File: src/design/apb_sub_pkg.sv
/*
 * APB subsystem shared definitions
 * Bus vector types and AHB-Lite encodings used by the bridge,
 * the APB bus interface and the table banks
 */

package apb_sub_pkg;

   // ----------------------------------------------------------------------
   // Bus vectors
   // ----------------------------------------------------------------------

   // Byte address on both AHB and APB sides
   typedef logic [31:0] addr_t;

   // One bus data word
   typedef logic [31:0] data_t;

   // ----------------------------------------------------------------------
   // AHB-Lite encodings
   // ----------------------------------------------------------------------

   // Transfer type as driven on htrans
   typedef logic [1:0] htrans_t;

   localparam htrans_t HTRANS_IDLE   = 2'b00;
   localparam htrans_t HTRANS_BUSY   = 2'b01;
   // First beat or single transfer
   localparam htrans_t HTRANS_NONSEQ = 2'b10;
   // Later beats of a burst, handled as singles here
   localparam htrans_t HTRANS_SEQ    = 2'b11;

   // Slave response on hresp
   typedef logic [1:0] hresp_t;

   localparam hresp_t HRESP_OKAY  = 2'b00;
   // Two-cycle response, first cycle with hready low
   localparam hresp_t HRESP_ERROR = 2'b01;

endpackage
File: src/design/apb_bus_if.sv
/*
 * APB bus between the bridge and the table banks
 * Carries the request from the bridge and the merged response
 * from the collector
 */

`timescale 1ns/1ps

interface apb_bus_if import apb_sub_pkg::*; #(
   parameter int NUM_BANKS = 4
);

   // Request, driven by the bridge
   addr_t                paddr;
   logic                 pwrite;
   logic                 penable;
   data_t                pwdata;
   // One select bit per bank
   logic [NUM_BANKS-1:0] psel;

   // Response of the selected bank
   data_t                prdata;
   logic                 pready;

   modport bridge (
      output paddr, pwrite, penable, pwdata, psel,
      input  prdata, pready
   );

   // Each bank gets its psel bit as a separate port
   modport bank (
      input paddr, pwrite, penable, pwdata
   );

   modport collect (
      input  psel,
      output prdata, pready
   );

endinterface

File: src/design/apb_subsystem.sv
/*
 * AHB-Lite to APB peripheral subsystem
 * Bridge, NUM_BANKS table banks and the response collector
 */

`timescale 1ns/1ps

module apb_subsystem import apb_sub_pkg::*; #(
   parameter int    NUM_BANKS = 4,
   parameter int    ENTRIES   = 16,
   parameter addr_t BASE_ADDR = 32'h00A0_0000
) (
   input  logic    hclk,
   input  logic    arst_n,
   // AHB-Lite slave port
   input  logic    hsel,
   input  addr_t   haddr,
   input  htrans_t htrans,
   input  logic    hwrite,
   input  data_t   hwdata,
   input  logic    hready_in,
   output data_t   hrdata,
   output logic    hready,
   output hresp_t  hresp
);

   // Per-bank responses into the collector
   data_t                bank_rdata [NUM_BANKS];
   logic [NUM_BANKS-1:0] bank_ready;

   apb_bus_if #(.NUM_BANKS(NUM_BANKS)) apb_bus ();

   // ----------------------------------------------------------------------
   // Bridge
   // ----------------------------------------------------------------------

   ahb_apb_bridge #(
      .NUM_BANKS (NUM_BANKS),
      .BASE_ADDR (BASE_ADDR)
   ) u_bridge (
      .hclk      (hclk),
      .arst_n    (arst_n),
      .hsel      (hsel),
      .haddr     (haddr),
      .htrans    (htrans),
      .hwrite    (hwrite),
      .hwdata    (hwdata),
      .hready_in (hready_in),
      .hrdata    (hrdata),
      .hready    (hready),
      .hresp     (hresp),
      .apb       (apb_bus)
   );

   // ----------------------------------------------------------------------
   // Banks, one per APB slot
   // ----------------------------------------------------------------------

   for (genvar g = 0; g < NUM_BANKS; g++) begin : gen_bank
      table_bank #(
         .ENTRIES (ENTRIES)
      ) u_bank (
         .hclk       (hclk),
         .arst_n     (arst_n),
         .psel       (apb_bus.psel[g]),
         .apb        (apb_bus),
         .bank_rdata (bank_rdata[g]),
         .bank_ready (bank_ready[g])
      );
   end

   // Merged response back to the bridge
   apb_resp_collect #(
      .NUM_BANKS (NUM_BANKS)
   ) u_collect (
      .bank_rdata (bank_rdata),
      .bank_ready (bank_ready),
      .apb        (apb_bus)
   );

endmodule

File: src/design/apb_resp_collect.sv
/*
 * APB response collector
 * Returns read data and ready of the bank whose select is set
 */

`timescale 1ns/1ps

module apb_resp_collect import apb_sub_pkg::*; #(
   parameter int NUM_BANKS = 4
) (
   // Per-bank responses
   input  data_t                bank_rdata [NUM_BANKS],
   input  logic [NUM_BANKS-1:0] bank_ready,
   apb_bus_if.collect           apb
);

   // ----------------------------------------------------------------------
   // Select mux
   // ----------------------------------------------------------------------

   // psel is one-hot, so at most one bank matches
   always_comb begin
      apb.prdata = '0;
      // No bank selected means not ready
      apb.pready = 1'b0;
      for (int i = 0; i < NUM_BANKS; i++) begin
         if (apb.psel[i]) begin
            apb.prdata = bank_rdata[i];
            apb.pready = bank_ready[i];
         end
      end
   end

endmodule

File: src/design/table_bank.sv
/*
 * APB register table bank
 * ENTRIES words, written in the first access cycle, read back
 * with one wait state from a latched word
 */

`timescale 1ns/1ps

module table_bank import apb_sub_pkg::*; #(
   parameter int ENTRIES = 16
) (
   input  logic hclk,
   input  logic arst_n,
   // Select bit of this bank
   input  logic psel,
   apb_bus_if.bank apb,
   output data_t bank_rdata,
   output logic  bank_ready
);

   localparam int IDX_W = $clog2(ENTRIES);

   // Word index, upper offset bits alias
   logic [IDX_W-1:0] idx;

   logic  wr_access;
   logic  rd_access;

   // Set in the first access cycle of a read
   logic  rd_pend;

   // Word latched for the second access cycle
   data_t rdata_q;

   data_t table_q [ENTRIES];

   // ----------------------------------------------------------------------
   // Decode
   // ----------------------------------------------------------------------

   assign idx = apb.paddr[IDX_W+1:2];

   assign wr_access = psel && apb.penable && apb.pwrite;
   assign rd_access = psel && apb.penable && !apb.pwrite;

   // ----------------------------------------------------------------------
   // Table storage
   // ----------------------------------------------------------------------

   // Cleared so that reads after reset return zero
   always_ff @(posedge hclk or negedge arst_n) begin
      if (!arst_n) begin
         for (int i = 0; i < ENTRIES; i++) begin
            table_q[i] <= '0;
         end
      end else if (wr_access) begin
         table_q[idx] <= apb.pwdata;
      end
   end

   // ----------------------------------------------------------------------
   // Read wait state
   // ----------------------------------------------------------------------

   // High only in the second access cycle of a read
   always_ff @(posedge hclk or negedge arst_n) begin
      if (!arst_n) begin
         rd_pend <= 1'b0;
      end else begin
         rd_pend <= rd_access && !rd_pend;
      end
   end

   always_ff @(posedge hclk) begin
      if (rd_access && !rd_pend) begin
         rdata_q <= table_q[idx];
      end
   end

   // Writes finish at once, reads one cycle later
   assign bank_ready = wr_access || (rd_access && rd_pend);

   // Zero when another bank owns the bus
   assign bank_rdata = psel ? rdata_q : '0;

endmodule

File: src/design/ahb_apb_bridge.sv
/*
 * AHB-Lite slave to APB master bridge
 * Registers single transfers, decodes the bank window and runs
 * the APB setup and access phases, one transfer at a time
 */

`timescale 1ns/1ps

module ahb_apb_bridge import apb_sub_pkg::*; #(
   parameter int    NUM_BANKS = 4,
   parameter addr_t BASE_ADDR = 32'h00A0_0000
) (
   input  logic    hclk,
   input  logic    arst_n,
   // AHB-Lite slave side
   input  logic    hsel,
   input  addr_t   haddr,
   input  htrans_t htrans,
   input  logic    hwrite,
   input  data_t   hwdata,
   input  logic    hready_in,
   output data_t   hrdata,
   output logic    hready,
   output hresp_t  hresp,
   // APB master side
   apb_bus_if.bridge apb
);

   typedef enum logic [2:0] {
      ST_IDLE,
      ST_SETUP,
      ST_ACCESS,
      ST_DONE,
      ST_ERR1,
      ST_ERR2
   } state_t;

   state_t state_q;
   state_t state_d;

   logic   addr_phase;
   logic   accept;
   logic   in_window;

   // Registered address phase
   addr_t  addr_q;
   logic   write_q;
   logic   [3:0] bank_q;
   data_t  wdata_q;

   // ----------------------------------------------------------------------
   // Address phase and decode
   // ----------------------------------------------------------------------

   // Only NONSEQ and SEQ start a transfer, IDLE and BUSY are ignored
   assign addr_phase = hsel && hready_in &&
                       ((htrans == HTRANS_NONSEQ) || (htrans == HTRANS_SEQ));

   // Sampled only while this slave is not stalling the bus
   assign accept = addr_phase && hready;

   // 1 MB window, bank from bits 19:16, unused banks unmapped
   assign in_window = (haddr[31:20] == BASE_ADDR[31:20]) &&
                      (32'(haddr[19:16]) < NUM_BANKS);

   always_ff @(posedge hclk) begin
      if (accept) begin
         addr_q  <= haddr;
         write_q <= hwrite;
         bank_q  <= haddr[19:16];
      end
   end

   // hwdata arrives in the data phase, which is the setup cycle
   always_ff @(posedge hclk) begin
      if (state_q == ST_SETUP) begin
         wdata_q <= hwdata;
      end
   end

   // ----------------------------------------------------------------------
   // Transfer FSM
   // ----------------------------------------------------------------------

   always_comb begin
      state_d = state_q;
      case (state_q)
         // Second error cycle has hready high and may take a new transfer
         ST_IDLE, ST_ERR2: begin
            if (accept) begin
               state_d = in_window ? ST_SETUP : ST_ERR1;
            end else begin
               state_d = ST_IDLE;
            end
         end
         ST_SETUP: state_d = ST_ACCESS;
         // Wait states from the bank extend this phase
         ST_ACCESS: begin
            if (apb.pready) begin
               state_d = ST_DONE;
            end
         end
         ST_DONE: state_d = ST_IDLE;
         ST_ERR1: state_d = ST_ERR2;
         default: state_d = ST_IDLE;
      endcase
   end

   always_ff @(posedge hclk or negedge arst_n) begin
      if (!arst_n) begin
         state_q <= ST_IDLE;
      end else begin
         state_q <= state_d;
      end
   end

   // Read data held until the next read completes
   always_ff @(posedge hclk) begin
      if ((state_q == ST_ACCESS) && apb.pready && !write_q) begin
         hrdata <= apb.prdata;
      end
   end

   // ----------------------------------------------------------------------
   // Outputs
   // ----------------------------------------------------------------------

   // AHB side
   assign hready = (state_q == ST_IDLE) || (state_q == ST_ERR2);
   assign hresp  = ((state_q == ST_ERR1) || (state_q == ST_ERR2)) ?
                   HRESP_ERROR : HRESP_OKAY;

   // APB request, held stable through setup and access
   assign apb.paddr   = addr_q;
   assign apb.pwrite  = write_q;
   assign apb.penable = (state_q == ST_ACCESS);
   assign apb.pwdata  = (state_q == ST_SETUP) ? hwdata : wdata_q;

   // One-hot select of the decoded bank
   always_comb begin
      for (int i = 0; i < NUM_BANKS; i++) begin
         apb.psel[i] = ((state_q == ST_SETUP) || (state_q == ST_ACCESS)) &&
                       (bank_q == 4'(i));
      end
   end

endmodule

File: config.mk
export PLATFORM = sky130hd
export DESIGN_NAME = apb_subsystem
export DESIGN_NICKNAME = d
export VERILOG_FILES = /design/src/design/apb_sub_pkg.sv /design/src/design/apb_bus_if.sv /design/src/design/apb_subsystem.sv /design/src/design/apb_resp_collect.sv /design/src/design/table_bank.sv /design/src/design/ahb_apb_bridge.sv
export SDC_FILE = /design/constraint.sdc
export NUM_CORES = 2
export LEC_CHECK = 0
export CAP_MARGIN = 30
export CORE_MARGIN = 2
export CORE_UTILIZATION = 33
export DETAILED_ROUTE_END_ITERATION = 10
export DONT_BUFFER_PORTS = 1
export GPL_ROUTABILITY_DRIVEN = 0
export PLACE_DENSITY = 0.47
export SETUP_SLACK_MARGIN = 0.05
export SYNTH_ARGS = -nofsm -noshare
export SYNTH_HDL_FRONTEND = slang
export SYNTH_SLANG_ARGS = --single-unit
File: constraint.sdc
create_clock -name hclk -period 4.5 [get_ports hclk]
set_input_delay 0.9 -clock hclk [delete_from_list [all_inputs] [get_ports hclk]]
set_output_delay 0.9 -clock hclk [all_outputs]
set_load 0.005 [all_outputs]
## After elaboration in Yosys (flattened, before gate mapping)

Cells that the tools add are included.

- Logic and storage cells: 172
- Bits of input ports: 71
- Register bits: 2258
- Output and inout port bits: 35

- Reduce and logical (&&, ||, !) cells: 47
- Multiplexer cells: 32
- Equal/unequal tests: 11
- Bitwise operators: 1
- Order comparisons: 3

Operator list:

| cell | number |
|---|---|
| bitwise mux 512 bit | 4 |
| binary-select mux 32 bit (select 4 bit) | 4 |
| two-way mux 32 bit | 14 |
| demux 32 bit (select 4 bit) | 1 |
| logical AND 1 bit | 31 |
| == test 12 x 4 -> 1 bit (second input constant) | 1 |
| case mux 3 bit (4 select lines) | 1 |
| two-way mux 3 bit | 3 |
| == test 4 x 2 -> 1 bit (second input constant) | 2 |
| logical OR 1 bit | 8 |
| == test 3 bit (second input constant) | 2 |
| greater-or-equal comparator 5 bit (second input constant) | 1 |
| logical NOT 1 bit | 5 |
| less-than comparator 5 x 1 -> 1 bit (second input constant) | 1 |
| two-way mux 1 bit | 5 |
| inverter 4 -> 5 bit | 1 |
| == test 2 bit (second input constant) | 2 |
| == test 4 x 1 -> 1 bit (second input constant) | 1 |
| logical NOT 4 bit | 1 |
| less-than comparator 4 x 3 -> 1 bit (second input constant) | 1 |
| == test 3 x 1 -> 1 bit (second input constant) | 1 |
| == test 3 x 2 -> 1 bit (second input constant) | 1 |
| logical NOT 3 bit | 1 |
| inequality test 2 bit (second input constant) | 1 |
| OR reduction 2 bit | 1 |

## Depth between registers and ports, before layout

- Depth after elaboration: 13
- Mapped depth: 9

## Cells and area by module

From an unflattened synthesis, not the netlist that was laid out.

- Cells, all modules: 6181
- Area total of the unflattened synthesis: 101234.6 um2

Modules (own cells, without submodules):

| module | area an instance (um2) | cells each | instances |
|---|---|---|---|
| table_bank | 24274.5 | 1473 | 4 |
| ahb_apb_bridge | 3263.1 | 167 | 1 |
| apb_resp_collect | 873.3 | 122 | 1 |

## Worst setup path before layout

OpenSTA, ideal clock, no wires.

- Path kind: reg-to-reg
- From: register u_bridge.bank_q[3]
- To: register gen_bank[1].u_bank.rdata_q[0] (enable)
- Setup slack: 89 ps
- Buffers on the path: 4
- Arrival: 3941 ps
- Clock period less this slack: 4411 ps
- Cell stages (with the launch flop): 7
- Cell sequence: edfxtp_1 buf_2 nor4b_2 buf_4 buf_4 buf_2 nor3b_1

- Cells in the longest elaborated chain, start to end: 5

RTL lines:

| element | RTL line | RTL |
|---|---|---|
| start, declared | ahb_apb_bridge.sv:48 | `logic [3:0] bank_q;` |
| start signal, assigned | ahb_apb_bridge.sv:70 | `bank_q <= haddr[19:16];` |
| == test 4 x 1 -> 1 bit | ahb_apb_bridge.sv:143 | `(bank_q == 4'(i));` |
| logical AND 1 bit | ahb_apb_bridge.sv:142 | `apb.psel[i] = ((state_q == ST_SETUP) \|\| (state_q == ST_ACCESS)) &&` |
| logical AND 1 bit (2 in a row) | table_bank.sv:44 | `assign rd_access = psel && apb.penable && !apb.pwrite;` |
| logical AND 1 bit | table_bank.sv:75 | `if (rd_access && !rd_pend) begin` |
| end signal, assigned | table_bank.sv:76 | `rdata_q <= table_q[idx];` |
| end, declared | table_bank.sv:33 | `data_t rdata_q;` |

No other way between the ends.
A chain may end at the register's enable or synchronous reset.

## Final worst setup path

- From: register u_bridge.bank_q[1]
- To: register u_bridge.hrdata[20], data pin

- Cells in the longest elaborated chain, start to end: 6
- Elaborated cells on any way between the ends: 12
- Those cells by class: eq/ne: 3; mux: 4; reduce/logical: 5

RTL lines:

| element | RTL line | RTL |
|---|---|---|
| logical NOT 4 bit | ahb_apb_bridge.sv:143 |  |
| logical AND 1 bit | ahb_apb_bridge.sv:142 |  |
| two-way mux 32 bit (3 in a row) | apb_resp_collect.sv:27 | `if (apb.psel[i]) begin` |
| two-way mux 32 bit (*) | apb_resp_collect.sv:27 |  |
| net apb_bus.prdata[20] | apb_bus_if.sv:22 | `data_t prdata;` |
| end signal, assigned | ahb_apb_bridge.sv:120 | `hrdata <= apb.prdata;` |
| end, declared | ahb_apb_bridge.sv:22 | `output data_t hrdata,` |

The timed path passes the listed nets; every way through them passes the cells marked *.

==> key figures <==
Final layout
  • Most frequent cells in the layout: 2055 x dfrtp_1, 1792 x nand2_1, 1589 x o21ai_0, 513 x mux4_2, 450 x nor2_1
  • Nets: 8110
  • Most common cell after layout, fill and taps aside: dfrtp_1
  • Syn-to-layout area delta: 12.8%
  • Multi-input logic area: 35100 um2
  • FF+latch area: 57100 um2
  • Share of cells above drive strength 1: 14.6%
  • Fin cells: 12.0k
  • # fillers: 27.7k
  • Fin util: 37.4%

STA
  • Skew final: 46.7 ps
  • Slew @ Worst Pin: 1020 ps
  • Slew Limit Fails: 0
  • Final min period: 3250 ps
  • Hold Slack: 120 ps
  • Max_slew headroom: 31.9%
  • Setup TNS: 0 ps
  • Final setup fails: 0
  • Crit share post-route: 72.2%
  • FMAX: 308 MHz
  • RSZ-0062 raised after global routing: false
  • Hold Violations, Final: 0

Power and ir drop
  • Clock power share: 39.3%
  • Power Total: 50.7 mW
  • Net Sw Power: 15.2 mW
  • Power density cells: 472 nW/um2
  • Part of the power in registers: 44.4%
  • Lkg Pwr: 44.5 nW
  • Peak supply drop: 558 uV
  • Switching share of power: 29.9%
  • Pint: 35.5 mW
  • Logic pwr share: 16.3%

Worst setup path
  • Worst path most repeated cell: buf_4
  • Crit-path leading delay family: compound AO/OA/AOI/OAI gates
  • Worst r2r path cells: 6
  • Worst r2r src: u_bridge.bank_q[1]
  • Crit end category: flip-flop
  • Worst setup SP type: flip-flop
  • Crit path max-delay cell type: nor4b_4
  • CP Max Fanout: 19
  • R2r setup slk: 1250 ps
  • Critical path type: reg2reg
  • RR Endpoint: u_bridge.hrdata[20]
  • Critical Path AT: 3910 ps
  • Critical path required time: 5160 ps
  • Crit-path max cell delay: 670 ps
  • Worst Path Buf+Inv: 2
  • Worst-path cell chain: nor4b_4, buf_4, buf_4, o2bb2ai_1, o21ai_0, a21oi_1

Clock network
  • # resized after CTS: 0
  • Clock tree sinks: 2256
  • TritonCTS clock tree: done
  • Clock tree buffer depth: 3
  • Clk slew on worst S/H paths: 60 ps
  • CTS buffer count: 235
  • Root buffer cell: clkbuf_16
  • Clock latency on the worst-skew pair: 890 ps
  • H-tree depth: 4

Global route
  • Largest net degree at the start of global routing: 133
  • Grt total ovfl: 0
  • Vias in the first global route: 62.4k
  • Initial antenna violation count: 7
  • GRT Overall Usage: 18.7%
  • First-pass GRT wire length: 415000 um

Die
  • DIE WIDTH: 541 um
  • Die area: 293000 um2
  • Initial Util: 33.1%
  • Num ports: 106
  • Die Y: 541 um
  • Core area: 288000 um2
  • Floorplan row count: 197

Detailed routing
  • Iteration-0 DRC count of the detailed router: 4665
  • DR vias: 61.9k
  • Final ANT Viol Nets: 0
  • First-pass iteration count of the detailed router: 7
  • WL final: 272000 um
  • DRC: 0
  • Vias per cell: 5.15
  • DR WL/cell: 22.6 um

Yosys
  • Post-synth EDFFs: 169
  • Yosys Warn Count: 0
  • FF+latch count, synth: 2256
  • Main synth FF type: dfrtp_1
  • Syn Nets: 8499
  • Register area share after synthesis: 60.0%
  • Post-synthesis cell area: 95300 um2
  • Asr flop ratio synth: 91.1%
  • Count of cell types in the netlist: 49
  • Post-synthesis cell count: 8428
  • Synthesized area per cell: 11.3 um2

Placed design
  • Dpl cells: 11.6k
  • Dpl hpwl: 153000 um
  • PortBufs: 0

Job
  • Max_cap viols: 0

Hold path
  • Startpoint of the worst hold path: haddr[18]
  • Worst Hold Path EP: u_bridge.bank_q[2]
  • Hold Path Class: in2reg
  • Cell count of the worst hold path: 0

Status
  • Status: finished clean
==> synth_stat cells, types with 33 or more instances <==
library cell  instances  area [um2]
o21ai_0            1589        7950
nand2_1            1792        6730
clkbuf_1            506        1900
inv_1                33         124
a21oi_1             448        2240
mux4_2              513       11600
o21ai_1              77         385
nor2_1              451        1690
a22oi_1             256        1920
buf_2               251        1260
edfxtp_1            169        5070
buf_1                36         135
dfrtp_1            2055       51400
==> layer usage <==
metal  vias up  wire length [um]  global-route usage [%]
li1      28754                 -                       -
met1     31667            123000                    25.6
met2      1151            133000                    31.6
met3       353             10500                    2.34
met4         0              5510                    4.37
met5         -                 0                       0
==> cell families after synthesis <==
kind of cell    Yosys count  share of synthesized area [%]
compound gates         2406                           13.4
xor+xnor                  1                        0.00919
buf+inv                 880                           3.99
flops                  2256                           60.0
mux                     545                           12.5
other cells               1                        0.00394
simple gates           2339                           10.1
==> worst max path at each step <==
stage | start | endpoint | slack (ps) | cells after the start
after floorplan | u_bridge.bank_q[3] | gen_bank[1].u_bank.rdata_q[0] | 90 | 6
after global placement | u_bridge.apb.paddr[2] | gen_bank[1].u_bank.rdata_q[31] | 1170 | 6
after detailed placement | u_bridge.apb.paddr[2] | gen_bank[1].u_bank.rdata_q[31] | 1160 | 6
after CTS | u_bridge.apb.paddr[2] | gen_bank[1].u_bank.rdata_q[31] | 1150 | 6
after global routing | u_bridge.bank_q[0] | gen_bank[2].u_bank.table_q[66] | 1130 | 6
final | u_bridge.bank_q[1] | u_bridge.hrdata[20] | 1250 | 6
==> registers in the layout (all words and copies together), names as in the netlist <==
register,flops
gen_bank.u_bank.table_q,2048
gen_bank.u_bank.rdata_q,128
u_bridge.hrdata,32
u_bridge.wdata_q,32
gen_bank.u_bank.rd_pend,4
u_bridge.apb.paddr,4
u_bridge.bank_q,4
u_bridge.state_q,3
u_bridge.apb.pwrite,1
==> final cells by class <==
type | instances | area share (%)
tap | 3781 | 4.40
antenna | 8 | 0.0186
multi-input combinational | 5292 | 32.6
inverter | 34 | 0.119
timing repair buffer | 220 | 2.27
sequential | 2256 | 53.2
clock buffer | 378 | 6.59
clock inverter | 65 | 0.796
==> per-stage QoR <==
stage,setup slack (ps),area [um2]
after floorplan,88.9,95300
after global placement,1170,99400
after detailed placement,1160,99500
after CTS,1150,107000
after global routing,1130,107000
final,1250,107000
==> power groups by stage <==
stage	Sequential [mW]	Clock [mW]	Combinational [mW]
2_1_floorplan	22.6	0	5.02
3_3_place_gp	22.8	0	8.23
3_5_place_dp	22.9	0	8.42
4_1_cts	22.5	20.4	8.43
5_1_grt	22.6	21.3	9.11
6_report	22.5	19.9	8.28
==> repair_timing <==
item                       CTS  global route
setup buffers                0             0
setup endpoints to repair    0             0
hold endpoints to repair    26             0
hold buffers                 1             0
(Power assumes the default switching activity.)
